File: src/hdl/exec_cfg.svh
`ifndef EXEC_CFG_SVH
`define EXEC_CFG_SVH

// Data path and address width
`define EXEC_XLEN 32

// Register file geometry
`define EXEC_NREGS 16
`define EXEC_RIDX_W 4

// Zero-extended for ALU operand b, sign-extended for branch offsets
`define EXEC_IMM_W 16

// r15 reads as the program counter
`define EXEC_PC_REG 15

// Flag bit positions inside the NZCV nibble
`define EXEC_FLAG_N 3
`define EXEC_FLAG_Z 2
`define EXEC_FLAG_C 1
`define EXEC_FLAG_V 0

`endif

File: src/hdl/exec_pkg.sv
`include "exec_cfg.svh"

package exec_pkg;

    // ALU operations
    typedef enum logic [3:0] {
        MOV = 4'd0, // Result is operand b
        ADD = 4'd1,
        ADC = 4'd2,
        SUB = 4'd3,
        SBC = 4'd4,
        AND = 4'd5,
        OR  = 4'd6,
        XOR = 4'd7,
        BIC = 4'd8  // a and not b
    } alu_op_e;

    // Where the ALU result goes
    typedef enum logic [1:0] {
        NONE  = 2'd0, // Flags only
        RD    = 2'd1, // Write result to rd
        LOAD  = 2'd2, // Result is address, rd gets memory data
        STORE = 2'd3  // Result is address, rd is the data
    } dst_e;

    // Decoded control word, one per request
    typedef struct packed {
        alu_op_e                 aluop;
        dst_e                    dst;
        logic                    use_imm; // Immediate replaces register b
        logic                    setf;
        logic                    branch;
        logic [3:0]              cond;
        logic [`EXEC_RIDX_W-1:0] rd;
        logic [`EXEC_RIDX_W-1:0] rm;
        logic [`EXEC_RIDX_W-1:0] rn;
        logic [`EXEC_IMM_W-1:0]  imm;
    } exec_ctl_t;

    // Sequencer states
    typedef enum logic [2:0] {
        IDLE   = 3'd0,
        EXEC   = 3'd1,
        BRANCH = 3'd2,
        MEM    = 3'd3,
        WB     = 3'd4
    } state_e;

endpackage

File: src/hdl/exec_regfile.sv
`timescale 1ns/1ps
`include "exec_cfg.svh"

module exec_regfile (
    input  logic                    clk,
    input  logic                    reset,
    // Read ports
    input  logic [`EXEC_RIDX_W-1:0] ra_i,
    input  logic [`EXEC_RIDX_W-1:0] rb_i,
    output logic [`EXEC_XLEN-1:0]   rdata_a_o,
    output logic [`EXEC_XLEN-1:0]   rdata_b_o,
    // Write port
    input  logic [`EXEC_RIDX_W-1:0] wa_i,
    input  logic                    we_i,
    input  logic [`EXEC_XLEN-1:0]   wdata_i
);

    logic [`EXEC_XLEN-1:0] regs_q [`EXEC_NREGS];

    // Entry 15 is shadowed by the PC in the sequencer
    always_ff @(posedge clk) begin
        if (reset) begin
            for (int i = 0; i < `EXEC_NREGS; i++) begin
                regs_q[i] <= '0;
            end
        end else if (we_i) begin
            regs_q[wa_i] <= wdata_i;
        end
    end

    // Combinational reads, no bypass needed
    // since writes always land before the next IDLE cycle
    assign rdata_a_o = regs_q[ra_i];
    assign rdata_b_o = regs_q[rb_i];

endmodule

File: src/hdl/exec_alu.sv
`timescale 1ns/1ps
`include "exec_cfg.svh"

module exec_alu (
    input  exec_pkg::alu_op_e     op_i,
    input  logic [`EXEC_XLEN-1:0] a_i,
    input  logic [`EXEC_XLEN-1:0] b_i,
    input  logic                  carry_i,   // Carry in for ADC and SBC
    input  logic [3:0]            flags_i,   // Current NZCV
    output logic [`EXEC_XLEN-1:0] res_o,
    output logic [3:0]            nzcv_o,
    // Branch condition lookup
    input  logic [3:0]            cond_i,
    output logic                  cond_true_o
);

    localparam int W = `EXEC_XLEN;

    logic [W-1:0] addend;
    logic         cin;
    logic         arith;
    logic [W:0]   sum;
    logic         c_out;
    logic         v_out;
    logic         fn, fz, fc, fv;
    logic [15:0]  conds;

    // Adder operand setup, subtraction is a + ~b + 1
    always_comb begin
        addend = b_i;
        cin    = 1'b0;
        arith  = 1'b1;
        case (op_i)
            exec_pkg::ADD: cin = 1'b0;
            exec_pkg::ADC: cin = carry_i;
            exec_pkg::SUB: begin
                addend = ~b_i;
                cin    = 1'b1;
            end
            exec_pkg::SBC: begin
                addend = ~b_i;
                cin    = carry_i; // Carry set means no borrow
            end
            default: arith = 1'b0;
        endcase
    end

    assign sum = {1'b0, a_i} + {1'b0, addend} + {{W{1'b0}}, cin};

    always_comb begin
        case (op_i)
            exec_pkg::ADD, exec_pkg::ADC,
            exec_pkg::SUB, exec_pkg::SBC: res_o = sum[W-1:0];
            exec_pkg::AND: res_o = a_i & b_i;
            exec_pkg::OR:  res_o = a_i | b_i;
            exec_pkg::XOR: res_o = a_i ^ b_i;
            exec_pkg::BIC: res_o = a_i & ~b_i;
            default:       res_o = b_i; // MOV
        endcase
    end

    // Logic ops and MOV leave C and V alone
    assign c_out = arith ? sum[W] : flags_i[`EXEC_FLAG_C];
    assign v_out = arith ? ((a_i[W-1] == addend[W-1]) && (sum[W-1] != a_i[W-1]))
                         : flags_i[`EXEC_FLAG_V];

    assign nzcv_o = {res_o[W-1], (res_o == '0), c_out, v_out};

    assign fn = flags_i[`EXEC_FLAG_N];
    assign fz = flags_i[`EXEC_FLAG_Z];
    assign fc = flags_i[`EXEC_FLAG_C];
    assign fv = flags_i[`EXEC_FLAG_V];

    assign conds[0]  = 1'b1;              // Always
    assign conds[1]  = fz;                // EQ
    assign conds[2]  = !fz;               // NE
    assign conds[3]  = fc;                // CS
    assign conds[4]  = !fc;               // NC
    assign conds[5]  = fn;                // SS
    assign conds[6]  = !fn;               // NS
    assign conds[7]  = fv;                // OV
    assign conds[8]  = !fv;               // NV
    assign conds[9]  = fc && !fz;         // AB
    assign conds[10] = !fc || fz;         // BE
    assign conds[11] = fn == fv;          // GE
    assign conds[12] = fn != fv;          // LT
    assign conds[13] = !fz && (fn == fv); // GT
    assign conds[14] = fz || (fn != fv);  // LE
    assign conds[15] = 1'b1;              // Always, no interrupt return here

    assign cond_true_o = conds[cond_i];

endmodule

File: src/hdl/exec_mem_port.sv
`timescale 1ns/1ps
`include "exec_cfg.svh"

module exec_mem_port (
    input  logic                  clk,
    input  logic                  reset,
    // Sequencer side
    input  logic                  start_i,
    input  logic                  we_i,
    input  logic [`EXEC_XLEN-1:0] addr_i,
    input  logic [`EXEC_XLEN-1:0] wdata_i,
    output logic                  done_o,
    output logic [`EXEC_XLEN-1:0] rdata_o,
    // Memory bus
    output logic [`EXEC_XLEN-1:0] mem_addr_o,
    output logic [`EXEC_XLEN-1:0] mem_wdata_o,
    output logic                  mem_we_o,
    output logic                  mem_stb_o,
    input  logic [`EXEC_XLEN-1:0] mem_rdata_i,
    input  logic                  mem_ack_i,
    input  logic                  mem_stall_i
);

    logic busy_q;

    assign done_o = busy_q && mem_ack_i;

    always_ff @(posedge clk) begin
        if (reset) begin
            busy_q    <= 1'b0;
            mem_stb_o <= 1'b0;
            mem_we_o  <= 1'b0;
        end else if (start_i) begin
            busy_q    <= 1'b1;
            mem_stb_o <= 1'b1;
            mem_we_o  <= we_i;
        end else if (busy_q) begin
            if (!mem_stall_i) mem_stb_o <= 1'b0; // Strobe taken
            if (mem_ack_i) begin
                busy_q   <= 1'b0;
                mem_we_o <= 1'b0;
            end
        end
    end

    // Address and data hold steady for the whole access
    always_ff @(posedge clk) begin
        if (start_i) begin
            mem_addr_o  <= addr_i;
            mem_wdata_o <= wdata_i;
        end
        if (done_o) rdata_o <= mem_rdata_i;
    end

    a_no_ack_idle: assert property (@(posedge clk) disable iff (reset) mem_ack_i |-> busy_q);
    a_no_start_busy: assert property (@(posedge clk) disable iff (reset) start_i |-> !busy_q);

endmodule

File: src/hdl/exec_sequencer.sv
`timescale 1ns/1ps
`include "exec_cfg.svh"

module exec_sequencer (
    input  logic                    clk,
    input  logic                    reset,
    // Request and fetch
    input  logic                    req_i,
    input  exec_pkg::exec_ctl_t     ctl_i,
    output logic                    rdy_o,
    output logic [`EXEC_XLEN-1:0]   newpc_o,
    output logic                    flush_o,
    // Register file
    output logic [`EXEC_RIDX_W-1:0] ra_o,
    output logic [`EXEC_RIDX_W-1:0] rb_o,
    output logic [`EXEC_RIDX_W-1:0] wa_o,
    output logic                    we_o,
    output logic [`EXEC_XLEN-1:0]   wdata_o,
    input  logic [`EXEC_XLEN-1:0]   rdata_a_i,
    input  logic [`EXEC_XLEN-1:0]   rdata_b_i,
    // ALU
    output exec_pkg::alu_op_e       alu_op_o,
    output logic [`EXEC_XLEN-1:0]   alu_a_o,
    output logic [`EXEC_XLEN-1:0]   alu_b_o,
    output logic                    carry_o,
    output logic [3:0]              flags_o,
    input  logic [`EXEC_XLEN-1:0]   alu_res_i,
    input  logic [3:0]              alu_nzcv_i,
    input  logic                    cond_true_i,
    // Memory port
    output logic                    mem_start_o,
    output logic                    mem_we_o,
    output logic [`EXEC_XLEN-1:0]   mem_addr_o,
    output logic [`EXEC_XLEN-1:0]   mem_wdata_o,
    input  logic                    mem_done_i,
    input  logic [`EXEC_XLEN-1:0]   mem_rdata_i
);

    localparam logic [`EXEC_RIDX_W-1:0] PC_IDX     = `EXEC_PC_REG;
    localparam logic [`EXEC_XLEN-1:0]   INSN_BYTES = 4;

    exec_pkg::state_e    state_q;
    exec_pkg::exec_ctl_t ctl_q;
    logic [`EXEC_XLEN-1:0] pc_q;
    logic [3:0]            flags_q;
    logic [`EXEC_XLEN-1:0] st_data_q; // rd value captured at accept
    logic [`EXEC_XLEN-1:0] rd_val;
    logic [`EXEC_XLEN-1:0] br_target;
    logic [`EXEC_XLEN-1:0] redir_pc;
    logic                  accept;
    logic                  is_mem;
    logic                  rd_is_pc;
    logic                  redirect;

    assign rdy_o    = state_q == exec_pkg::IDLE;
    assign accept   = req_i && rdy_o;
    assign is_mem   = (ctl_q.dst == exec_pkg::LOAD) || (ctl_q.dst == exec_pkg::STORE);
    assign rd_is_pc = ctl_q.rd == PC_IDX;

    // Port b reads rd while idle so store data is ready before EXEC
    assign ra_o   = ctl_q.rm;
    assign rb_o   = rdy_o ? ctl_i.rd : ctl_q.rn;
    assign rd_val = (ctl_i.rd == PC_IDX) ? pc_q + INSN_BYTES : rdata_b_i;

    // Operand select, r15 reads the already advanced PC
    assign alu_op_o = ctl_q.aluop;
    assign alu_a_o  = (ctl_q.rm == PC_IDX) ? pc_q : rdata_a_i;
    assign alu_b_o  = ctl_q.use_imm ? {{(`EXEC_XLEN-`EXEC_IMM_W){1'b0}}, ctl_q.imm}
                    : (ctl_q.rn == PC_IDX) ? pc_q : rdata_b_i;
    assign carry_o  = flags_q[`EXEC_FLAG_C];
    assign flags_o  = flags_q;

    // Own address is pc_q minus one instruction
    assign br_target = pc_q - INSN_BYTES
                     + {{(`EXEC_XLEN-`EXEC_IMM_W){ctl_q.imm[`EXEC_IMM_W-1]}}, ctl_q.imm};

    assign redirect = (state_q == exec_pkg::BRANCH)
                   || (state_q == exec_pkg::EXEC && ctl_q.dst == exec_pkg::RD && rd_is_pc)
                   || (state_q == exec_pkg::WB && rd_is_pc);
    assign redir_pc = (state_q == exec_pkg::BRANCH) ? br_target
                    : (state_q == exec_pkg::WB)     ? mem_rdata_i : alu_res_i;

    // Writes to r15 never reach the register file
    assign wa_o    = ctl_q.rd;
    assign we_o    = !rd_is_pc && ((state_q == exec_pkg::EXEC && ctl_q.dst == exec_pkg::RD)
                                || state_q == exec_pkg::WB);
    assign wdata_o = (state_q == exec_pkg::WB) ? mem_rdata_i : alu_res_i;

    assign mem_start_o = (state_q == exec_pkg::EXEC) && is_mem;
    assign mem_we_o    = ctl_q.dst == exec_pkg::STORE;
    assign mem_addr_o  = alu_res_i;
    assign mem_wdata_o = st_data_q;

    always_ff @(posedge clk) begin
        if (reset) begin
            state_q <= exec_pkg::IDLE;
            pc_q    <= '0;
            flags_q <= '0;
            flush_o <= 1'b0;
        end else begin
            flush_o <= redirect;
            if (redirect) pc_q <= redir_pc;
            case (state_q)
                exec_pkg::IDLE: if (accept) begin
                    pc_q <= pc_q + INSN_BYTES;
                    if (!ctl_i.branch) state_q <= exec_pkg::EXEC;
                    else if (cond_true_i) state_q <= exec_pkg::BRANCH; // Untaken stays idle
                end
                exec_pkg::EXEC: begin
                    if (ctl_q.setf) flags_q <= alu_nzcv_i;
                    if (is_mem) state_q <= exec_pkg::MEM;
                    else state_q <= exec_pkg::IDLE;
                end
                exec_pkg::MEM: if (mem_done_i) begin
                    if (ctl_q.dst == exec_pkg::LOAD) state_q <= exec_pkg::WB;
                    else state_q <= exec_pkg::IDLE;
                end
                default: state_q <= exec_pkg::IDLE; // BRANCH and WB last one cycle
            endcase
        end
    end

    always_ff @(posedge clk) begin
        if (accept) begin
            ctl_q     <= ctl_i;
            st_data_q <= rd_val;
        end
        if (redirect) newpc_o <= redir_pc;
    end

    a_flush_pulse: assert property (@(posedge clk) disable iff (reset) flush_o |=> !flush_o);
    // EXEC is the cycle right after a non-branch word is accepted
    a_start_exec: assert property (@(posedge clk) disable iff (reset)
        mem_start_o |-> $past(accept && !ctl_i.branch));

endmodule

File: src/hdl/exec_unit.sv
`timescale 1ns/1ps
`include "exec_cfg.svh"

module exec_unit (
    input  logic                  clk,
    input  logic                  reset,
    // Decode side
    input  logic                  req_i,
    input  exec_pkg::exec_ctl_t   ctl_i,
    output logic                  rdy_o,
    // Fetch redirect
    output logic [`EXEC_XLEN-1:0] newpc_o,
    output logic                  flush_o,
    // Memory bus
    output logic [`EXEC_XLEN-1:0] mem_addr_o,
    output logic [`EXEC_XLEN-1:0] mem_wdata_o,
    input  logic [`EXEC_XLEN-1:0] mem_rdata_i,
    output logic                  mem_we_o,
    output logic                  mem_stb_o,
    input  logic                  mem_ack_i,
    input  logic                  mem_stall_i
);

    logic [`EXEC_RIDX_W-1:0] ra, rb, wa;
    logic                    we;
    logic [`EXEC_XLEN-1:0]   wdata, rdata_a, rdata_b;
    exec_pkg::alu_op_e       alu_op;
    logic [`EXEC_XLEN-1:0]   alu_a, alu_b, alu_res;
    logic                    carry, cond_true;
    logic [3:0]              flags, alu_nzcv;
    logic                    mp_start, mp_we, mp_done;
    logic [`EXEC_XLEN-1:0]   mp_addr, mp_wdata, mp_rdata;

    exec_sequencer u_seq (
        .clk(clk), .reset(reset),
        .req_i(req_i), .ctl_i(ctl_i), .rdy_o(rdy_o),
        .newpc_o(newpc_o), .flush_o(flush_o),
        .ra_o(ra), .rb_o(rb), .wa_o(wa), .we_o(we), .wdata_o(wdata),
        .rdata_a_i(rdata_a), .rdata_b_i(rdata_b),
        .alu_op_o(alu_op), .alu_a_o(alu_a), .alu_b_o(alu_b),
        .carry_o(carry), .flags_o(flags),
        .alu_res_i(alu_res), .alu_nzcv_i(alu_nzcv), .cond_true_i(cond_true),
        .mem_start_o(mp_start), .mem_we_o(mp_we),
        .mem_addr_o(mp_addr), .mem_wdata_o(mp_wdata),
        .mem_done_i(mp_done), .mem_rdata_i(mp_rdata)
    );

    exec_regfile u_rf (
        .clk(clk), .reset(reset),
        .ra_i(ra), .rb_i(rb), .rdata_a_o(rdata_a), .rdata_b_o(rdata_b),
        .wa_i(wa), .we_i(we), .wdata_i(wdata)
    );

    // Branch decision is made while idle, on the incoming word
    exec_alu u_alu (
        .op_i(alu_op), .a_i(alu_a), .b_i(alu_b),
        .carry_i(carry), .flags_i(flags),
        .res_o(alu_res), .nzcv_o(alu_nzcv),
        .cond_i(ctl_i.cond), .cond_true_o(cond_true)
    );

    exec_mem_port u_mem (
        .clk(clk), .reset(reset),
        .start_i(mp_start), .we_i(mp_we), .addr_i(mp_addr), .wdata_i(mp_wdata),
        .done_o(mp_done), .rdata_o(mp_rdata),
        .mem_addr_o(mem_addr_o), .mem_wdata_o(mem_wdata_o),
        .mem_we_o(mem_we_o), .mem_stb_o(mem_stb_o),
        .mem_rdata_i(mem_rdata_i), .mem_ack_i(mem_ack_i), .mem_stall_i(mem_stall_i)
    );

endmodule

File: config.mk
export PLATFORM = sky130hd
export DESIGN_NAME = exec_unit
export DESIGN_NICKNAME = d
export VERILOG_FILES = /design/src/hdl/exec_pkg.sv /design/src/hdl/exec_regfile.sv /design/src/hdl/exec_alu.sv /design/src/hdl/exec_mem_port.sv /design/src/hdl/exec_sequencer.sv /design/src/hdl/exec_unit.sv
export VERILOG_INCLUDE_DIRS = /design/src /design/src/hdl
export SDC_FILE = /design/constraint.sdc
export NUM_CORES = 2
export LEC_CHECK = 0
export BUFFER_PORTS_ARGS = -buffer_cell sky130_fd_sc_hd__buf_4
export CAP_MARGIN = 10
export CORE_ASPECT_RATIO = 1.1
export CORE_MARGIN = 1
export CORE_UTILIZATION = 60
export CTS_CLUSTER_SIZE = 20
export DETAILED_ROUTE_END_ITERATION = 8
export PLACE_DENSITY = 0.78
export SLEW_MARGIN = 5
export SYNTH_ARGS = -nofsm -noshare
export SYNTH_HDL_FRONTEND = slang
export SYNTH_SLANG_ARGS = --single-unit
File: constraint.sdc
create_clock -name clk -period 9.8 [get_ports clk]
set_clock_uncertainty 0.2 [all_clocks]
set_input_delay 0.98 -clock clk [delete_from_list [all_inputs] [get_ports clk]]
set_output_delay 0.98 -clock clk [all_outputs]
set_load 0.01 [all_outputs]
==> out/metrics.cfg <==
[run_status]
run_status = finished with violations
failing_checks = DRC

[clock_network]
clock_edge_transition_at_the_registers_on_the_reported_setup_and_hold_paths_ns = 0.06
cts_tree = yes
clk-insertion-delay-late_ns = 0.68
cts_inserted_buffers = 80
cts.sink_count = 755
cts.path.max_buffers = 3
post_cts_sizing = 0
post_cts.repair.setup_buffers = 0
cts_root_buffer = sky130_fd_sc_hd__clkbuf_16
holdBufCountCts = 0
h-tree-depth = 3

[layout]
register_area_um2 = 22210
nFillCells = 5317
layout-drive-gt1-share = 0.1691
area_delta_synth_final_pct = 11.37
layout_net_count = 4477
multiInputGateArea_um2 = 20600

[critical_path]
cp_data_arrival_time_ns = 9.28
critical_path.startpoint = u_seq.state_q[0]
cp.required_ns = 10.17
reg2reg_from = u_seq.state_q[0]
ff2ff_path_depth = 21
path_class = reg -> reg
setup.worst_path.end_class = flip-flop
path_max_fanout = 25
start_kind = flip-flop

[drt]
dr.first_iter.drc_count = 7495
detailedRoute.firstPassIterationCount = 9
number_of_vias_per_cell_after_detailed_routing = 7.346
route.detailed.wl_per_inst_um = 33.65
vias = 38860
routed_wirelength_um = 178000
drc = 22
antenna_violating_nets_post_route = 0

[timing]
final.min_clock_period_ns = 8.914
hold_slack_ns = 0.2150
rsz0062_at_grt = no
timing.max_slew.rel_slack = 0.1080
achievable_freq_mhz = 112.2
finalCritPeriodShare = 0.9096
tns_ns = 0
tightest_slew_ns = 1.326
final-hold-violation-count = 0
number_of_endpoints_failing_setup_at_the_final_stage = 0
final-max-slew-violation-count = 0

[synth]
synth_warnings = 0
synth-compound-area-share = 0.1349
avgSynthCellArea_um2 = 10.76
largest_family_of_logic_cells_by_synthesized_area = simple AND/OR/NAND/NOR gates
synth.yosys.seq_area_share = 0.4970
synth_fa_ha_area_frac = 0.03636
synth_xor_area_frac = 0.02353
yosys_most_used_dff = sky130_fd_sc_hd__edfxtp_1
synth.top_cells.by_area = sky130_fd_sc_hd__edfxtp_1 (48%), sky130_fd_sc_hd__mux4_2 (8.1%), sky130_fd_sc_hd__nor2_1 (5.8%)
synth_cell_types = 107
synthesis.instances = 4150
yosysTopAreaCellShare = 0.4759
mappedNetlistArea_um2 = 44670
synth-async-reset-ratio = 0
synth.mux.area_fraction = 0.1136
yosys_register_bits = 755
synth-simple-area-share = 0.1474
synth-edff-count = 708
yosys.area.top_type = sky130_fd_sc_hd__edfxtp_1

[place]
placement.io_buffers = 177
hpwlAfterDp_um = 116000
finalWeightedCongestion = 1.009

[pwr]
cellPowerDensity_nw_per_um2 = 253.8
vdd_ir_drop_max_uv = 163.7
leakage_nw = 18.99

[hold_path]
timing.hold.worst_path_depth = 0
holdCritStartpoint = u_seq.mem_wdata_o[10]
worstHoldPathType = reg -> reg

[floorplan]
initial_utilization = 0.6087
num_io_pins = 178
floorplan.die_area_um2 = 75550
fp-row-count = 104
die_x_um = 262.2
coreArea_um2 = 73390
floorplan.die.height_um = 288.2

[global_route]
total_grt_overflow = 0
maximum_number_of_pins_on_one_net_before_global_route_repair = 92
track_usage = 0.4674
via_count_of_the_first_global_routing_pass = 36270
grt_pass1_wl_um = 249600
grt_antenna_before_repair = 8

[flow_run]
max-cap-violations = 0

-- layout by cell type (no fill, tap or decap), types with 20 or more instances in the layout --
master / instances
sky130_fd_sc_hd__o21a_1: 26
sky130_fd_sc_hd__a221oi_1: 26
sky130_fd_sc_hd__and3_1: 87
sky130_fd_sc_hd__o211ai_1: 37
sky130_fd_sc_hd__edfxtp_1: 708
sky130_fd_sc_hd__clkbuf_16: 81
sky130_fd_sc_hd__mux4_2: 160
sky130_fd_sc_hd__mux2_2: 28
sky130_fd_sc_hd__o21ai_0: 184
sky130_fd_sc_hd__mux2i_1: 111
sky130_fd_sc_hd__a21oi_1: 174
sky130_fd_sc_hd__a21o_1: 35
sky130_fd_sc_hd__dfxtp_1: 45
sky130_fd_sc_hd__nor3_1: 48
sky130_fd_sc_hd__nand2_1: 391
sky130_fd_sc_hd__o22ai_1: 24
sky130_fd_sc_hd__nand4_1: 24
sky130_fd_sc_hd__nand2b_1: 20
sky130_fd_sc_hd__conb_1: 32
sky130_fd_sc_hd__buf_4: 326
sky130_fd_sc_hd__xnor2_1: 103
sky130_fd_sc_hd__ha_1: 125
sky130_fd_sc_hd__nor2_1: 681
sky130_fd_sc_hd__a211oi_1: 76
sky130_fd_sc_hd__inv_1: 159
sky130_fd_sc_hd__a31oi_1: 43
sky130_fd_sc_hd__nand3_1: 105
-- power breakdown --
group          leakage [nW]  switching, W  internal [W]  total (W)
clock                  1.29       0.00134       0.00180    0.00314
sequential             7.48      0.000198       0.00383    0.00403
combinational          10.2       0.00367       0.00179    0.00546
-- final timing paths --
check	end	slack, ns
worst max-delay path	u_seq.pc_q[14]	0.89
worst min register to register	u_mem.mem_wdata_o[10]	0.22
worst min-delay path	u_mem.mem_wdata_o[10]	0.22
worst max register to register	u_seq.pc_q[14]	0.89
-- per-layer routing --
metal  routed length, um  up-vias  GRT usage
met5                  63        -          0
li1                    -    15660          -
met3               30570     1021     0.1747
met2               75130     3867     0.6826
met4               15220        8     0.3030
met1               57010    18300     0.5832
-- per-stage QoR --
| step | utilization | instance area [um^2] | cells | setup slack, ns | power, W |
|---|---|---|---|---|---|
| 2_1_floorplan | - | 44790 | 4181 | 3.152 | 0.007366 |
| 3_3_place_gp | 0.6417 | 47090 | 5143 | 1.489 | 0.009172 |
| 3_5_place_dp | 0.6417 | 47090 | 5143 | 1.311 | 0.009214 |
| 4_1_cts | 0.6778 | 49750 | 5288 | 1.205 | 0.01231 |
| 5_1_grt | 0.6778 | 49750 | 5288 | 0.7377 | 0.01293 |
| 6_report | 0.6779 | 49750 | 5290 | 0.8864 | 0.01263 |
-- synthesized netlist by cell type, types with 28 or more instances --
cell / instances
sky130_fd_sc_hd__o211ai_1: 37
sky130_fd_sc_hd__ha_1: 125
sky130_fd_sc_hd__nor3_1: 50
sky130_fd_sc_hd__o21ai_0: 184
sky130_fd_sc_hd__mux4_2: 160
sky130_fd_sc_hd__edfxtp_1: 708
sky130_fd_sc_hd__and3_1: 87
sky130_fd_sc_hd__a211oi_1: 76
sky130_fd_sc_hd__clkbuf_1: 202
sky130_fd_sc_hd__a21o_1: 35
sky130_fd_sc_hd__nand2_1: 391
sky130_fd_sc_hd__a31oi_1: 43
sky130_fd_sc_hd__nand2b_1: 36
sky130_fd_sc_hd__mux2_2: 28
sky130_fd_sc_hd__mux2i_1: 111
sky130_fd_sc_hd__xnor2_1: 104
sky130_fd_sc_hd__nor2_1: 685
sky130_fd_sc_hd__a21oi_1: 175
sky130_fd_sc_hd__buf_2: 61
sky130_fd_sc_hd__dfxtp_1: 47
sky130_fd_sc_hd__nand3_1: 108
sky130_fd_sc_hd__inv_1: 163
-- sequential cells by signal, indices dropped and copies added (netlist names), named ones only --
signal / flops
u_seq.alu_op_o: 4
u_seq.newpc_o: 32
u_seq.wa_o: 4
u_seq.state_q: 3
u_mem.mem_wdata_o: 32
u_mem.rdata_o: 32
u_rf.regs_q: 512
u_seq.flags_o: 4
u_seq.ra_o: 4
u_mem.mem_we_o: 1
u_seq.flush_o: 1
u_mem.mem_addr_o: 32
u_mem.mem_stb_o: 1
u_seq.mem_wdata_o: 32
u_seq.ctl_q: 24
u_mem.busy_q: 1
u_seq.pc_q: 32
-- logic make-up (layout without fill, tap and decap cells) --
| group | count (synthesis) | in the layout |
|---|---|---|
| other | 1 | 34 |
| muxes | 302 | 302 |
| buffers and inverters | 484 | 637 |
| xor gates and xnor gates | 120 | 120 |
| DFF | 755 | 755 |
| adders and majority gates | 128 | 128 |
| AOI/OAI and AO/OA | 872 | 872 |
| and+or+nand+nor | 1488 | 1488 |
-- critical path, cell delays in order (launching register included) --
cell                        delay, ns
sky130_fd_sc_hd__dfxtp_1         0.68
sky130_fd_sc_hd__o31ai_2         0.96
sky130_fd_sc_hd__nand2_2         0.73
sky130_fd_sc_hd__nor2_1          0.86
sky130_fd_sc_hd__a32o_1          0.25
sky130_fd_sc_hd__nor4_1          0.07
sky130_fd_sc_hd__o32ai_2         0.46
sky130_fd_sc_hd__xnor2_1         0.14
sky130_fd_sc_hd__fa_1            0.46
sky130_fd_sc_hd__fa_1            0.49
sky130_fd_sc_hd__a21o_1          0.28
sky130_fd_sc_hd__a221oi_1        0.42
sky130_fd_sc_hd__o2111ai_1       0.28
sky130_fd_sc_hd__and3_1          0.26
sky130_fd_sc_hd__o31a_1          0.26
sky130_fd_sc_hd__o21ai_0         0.16
sky130_fd_sc_hd__a221oi_1        0.10
sky130_fd_sc_hd__a2111oi_1       0.93
sky130_fd_sc_hd__mux2i_1         0.17
sky130_fd_sc_hd__buf_4           0.26
sky130_fd_sc_hd__a21oi_1         0.23
sky130_fd_sc_hd__o2bb2ai_1       0.13
-- area by class of cell --
class | instances | area share
Antenna cell | 2 | 0.0001006
Clock buffer | 102 | 0.04313
Clock inverter | 43 | 0.01019
Inverter | 165 | 0.01250
Multi-Input combinational cell | 2942 | 0.4141
Sequential cell | 755 | 0.4464
Tap cell | 954 | 0.02399
Timing Repair Buffer | 327 | 0.04960
No activity file was read; power rests on OpenSTA's default activity.
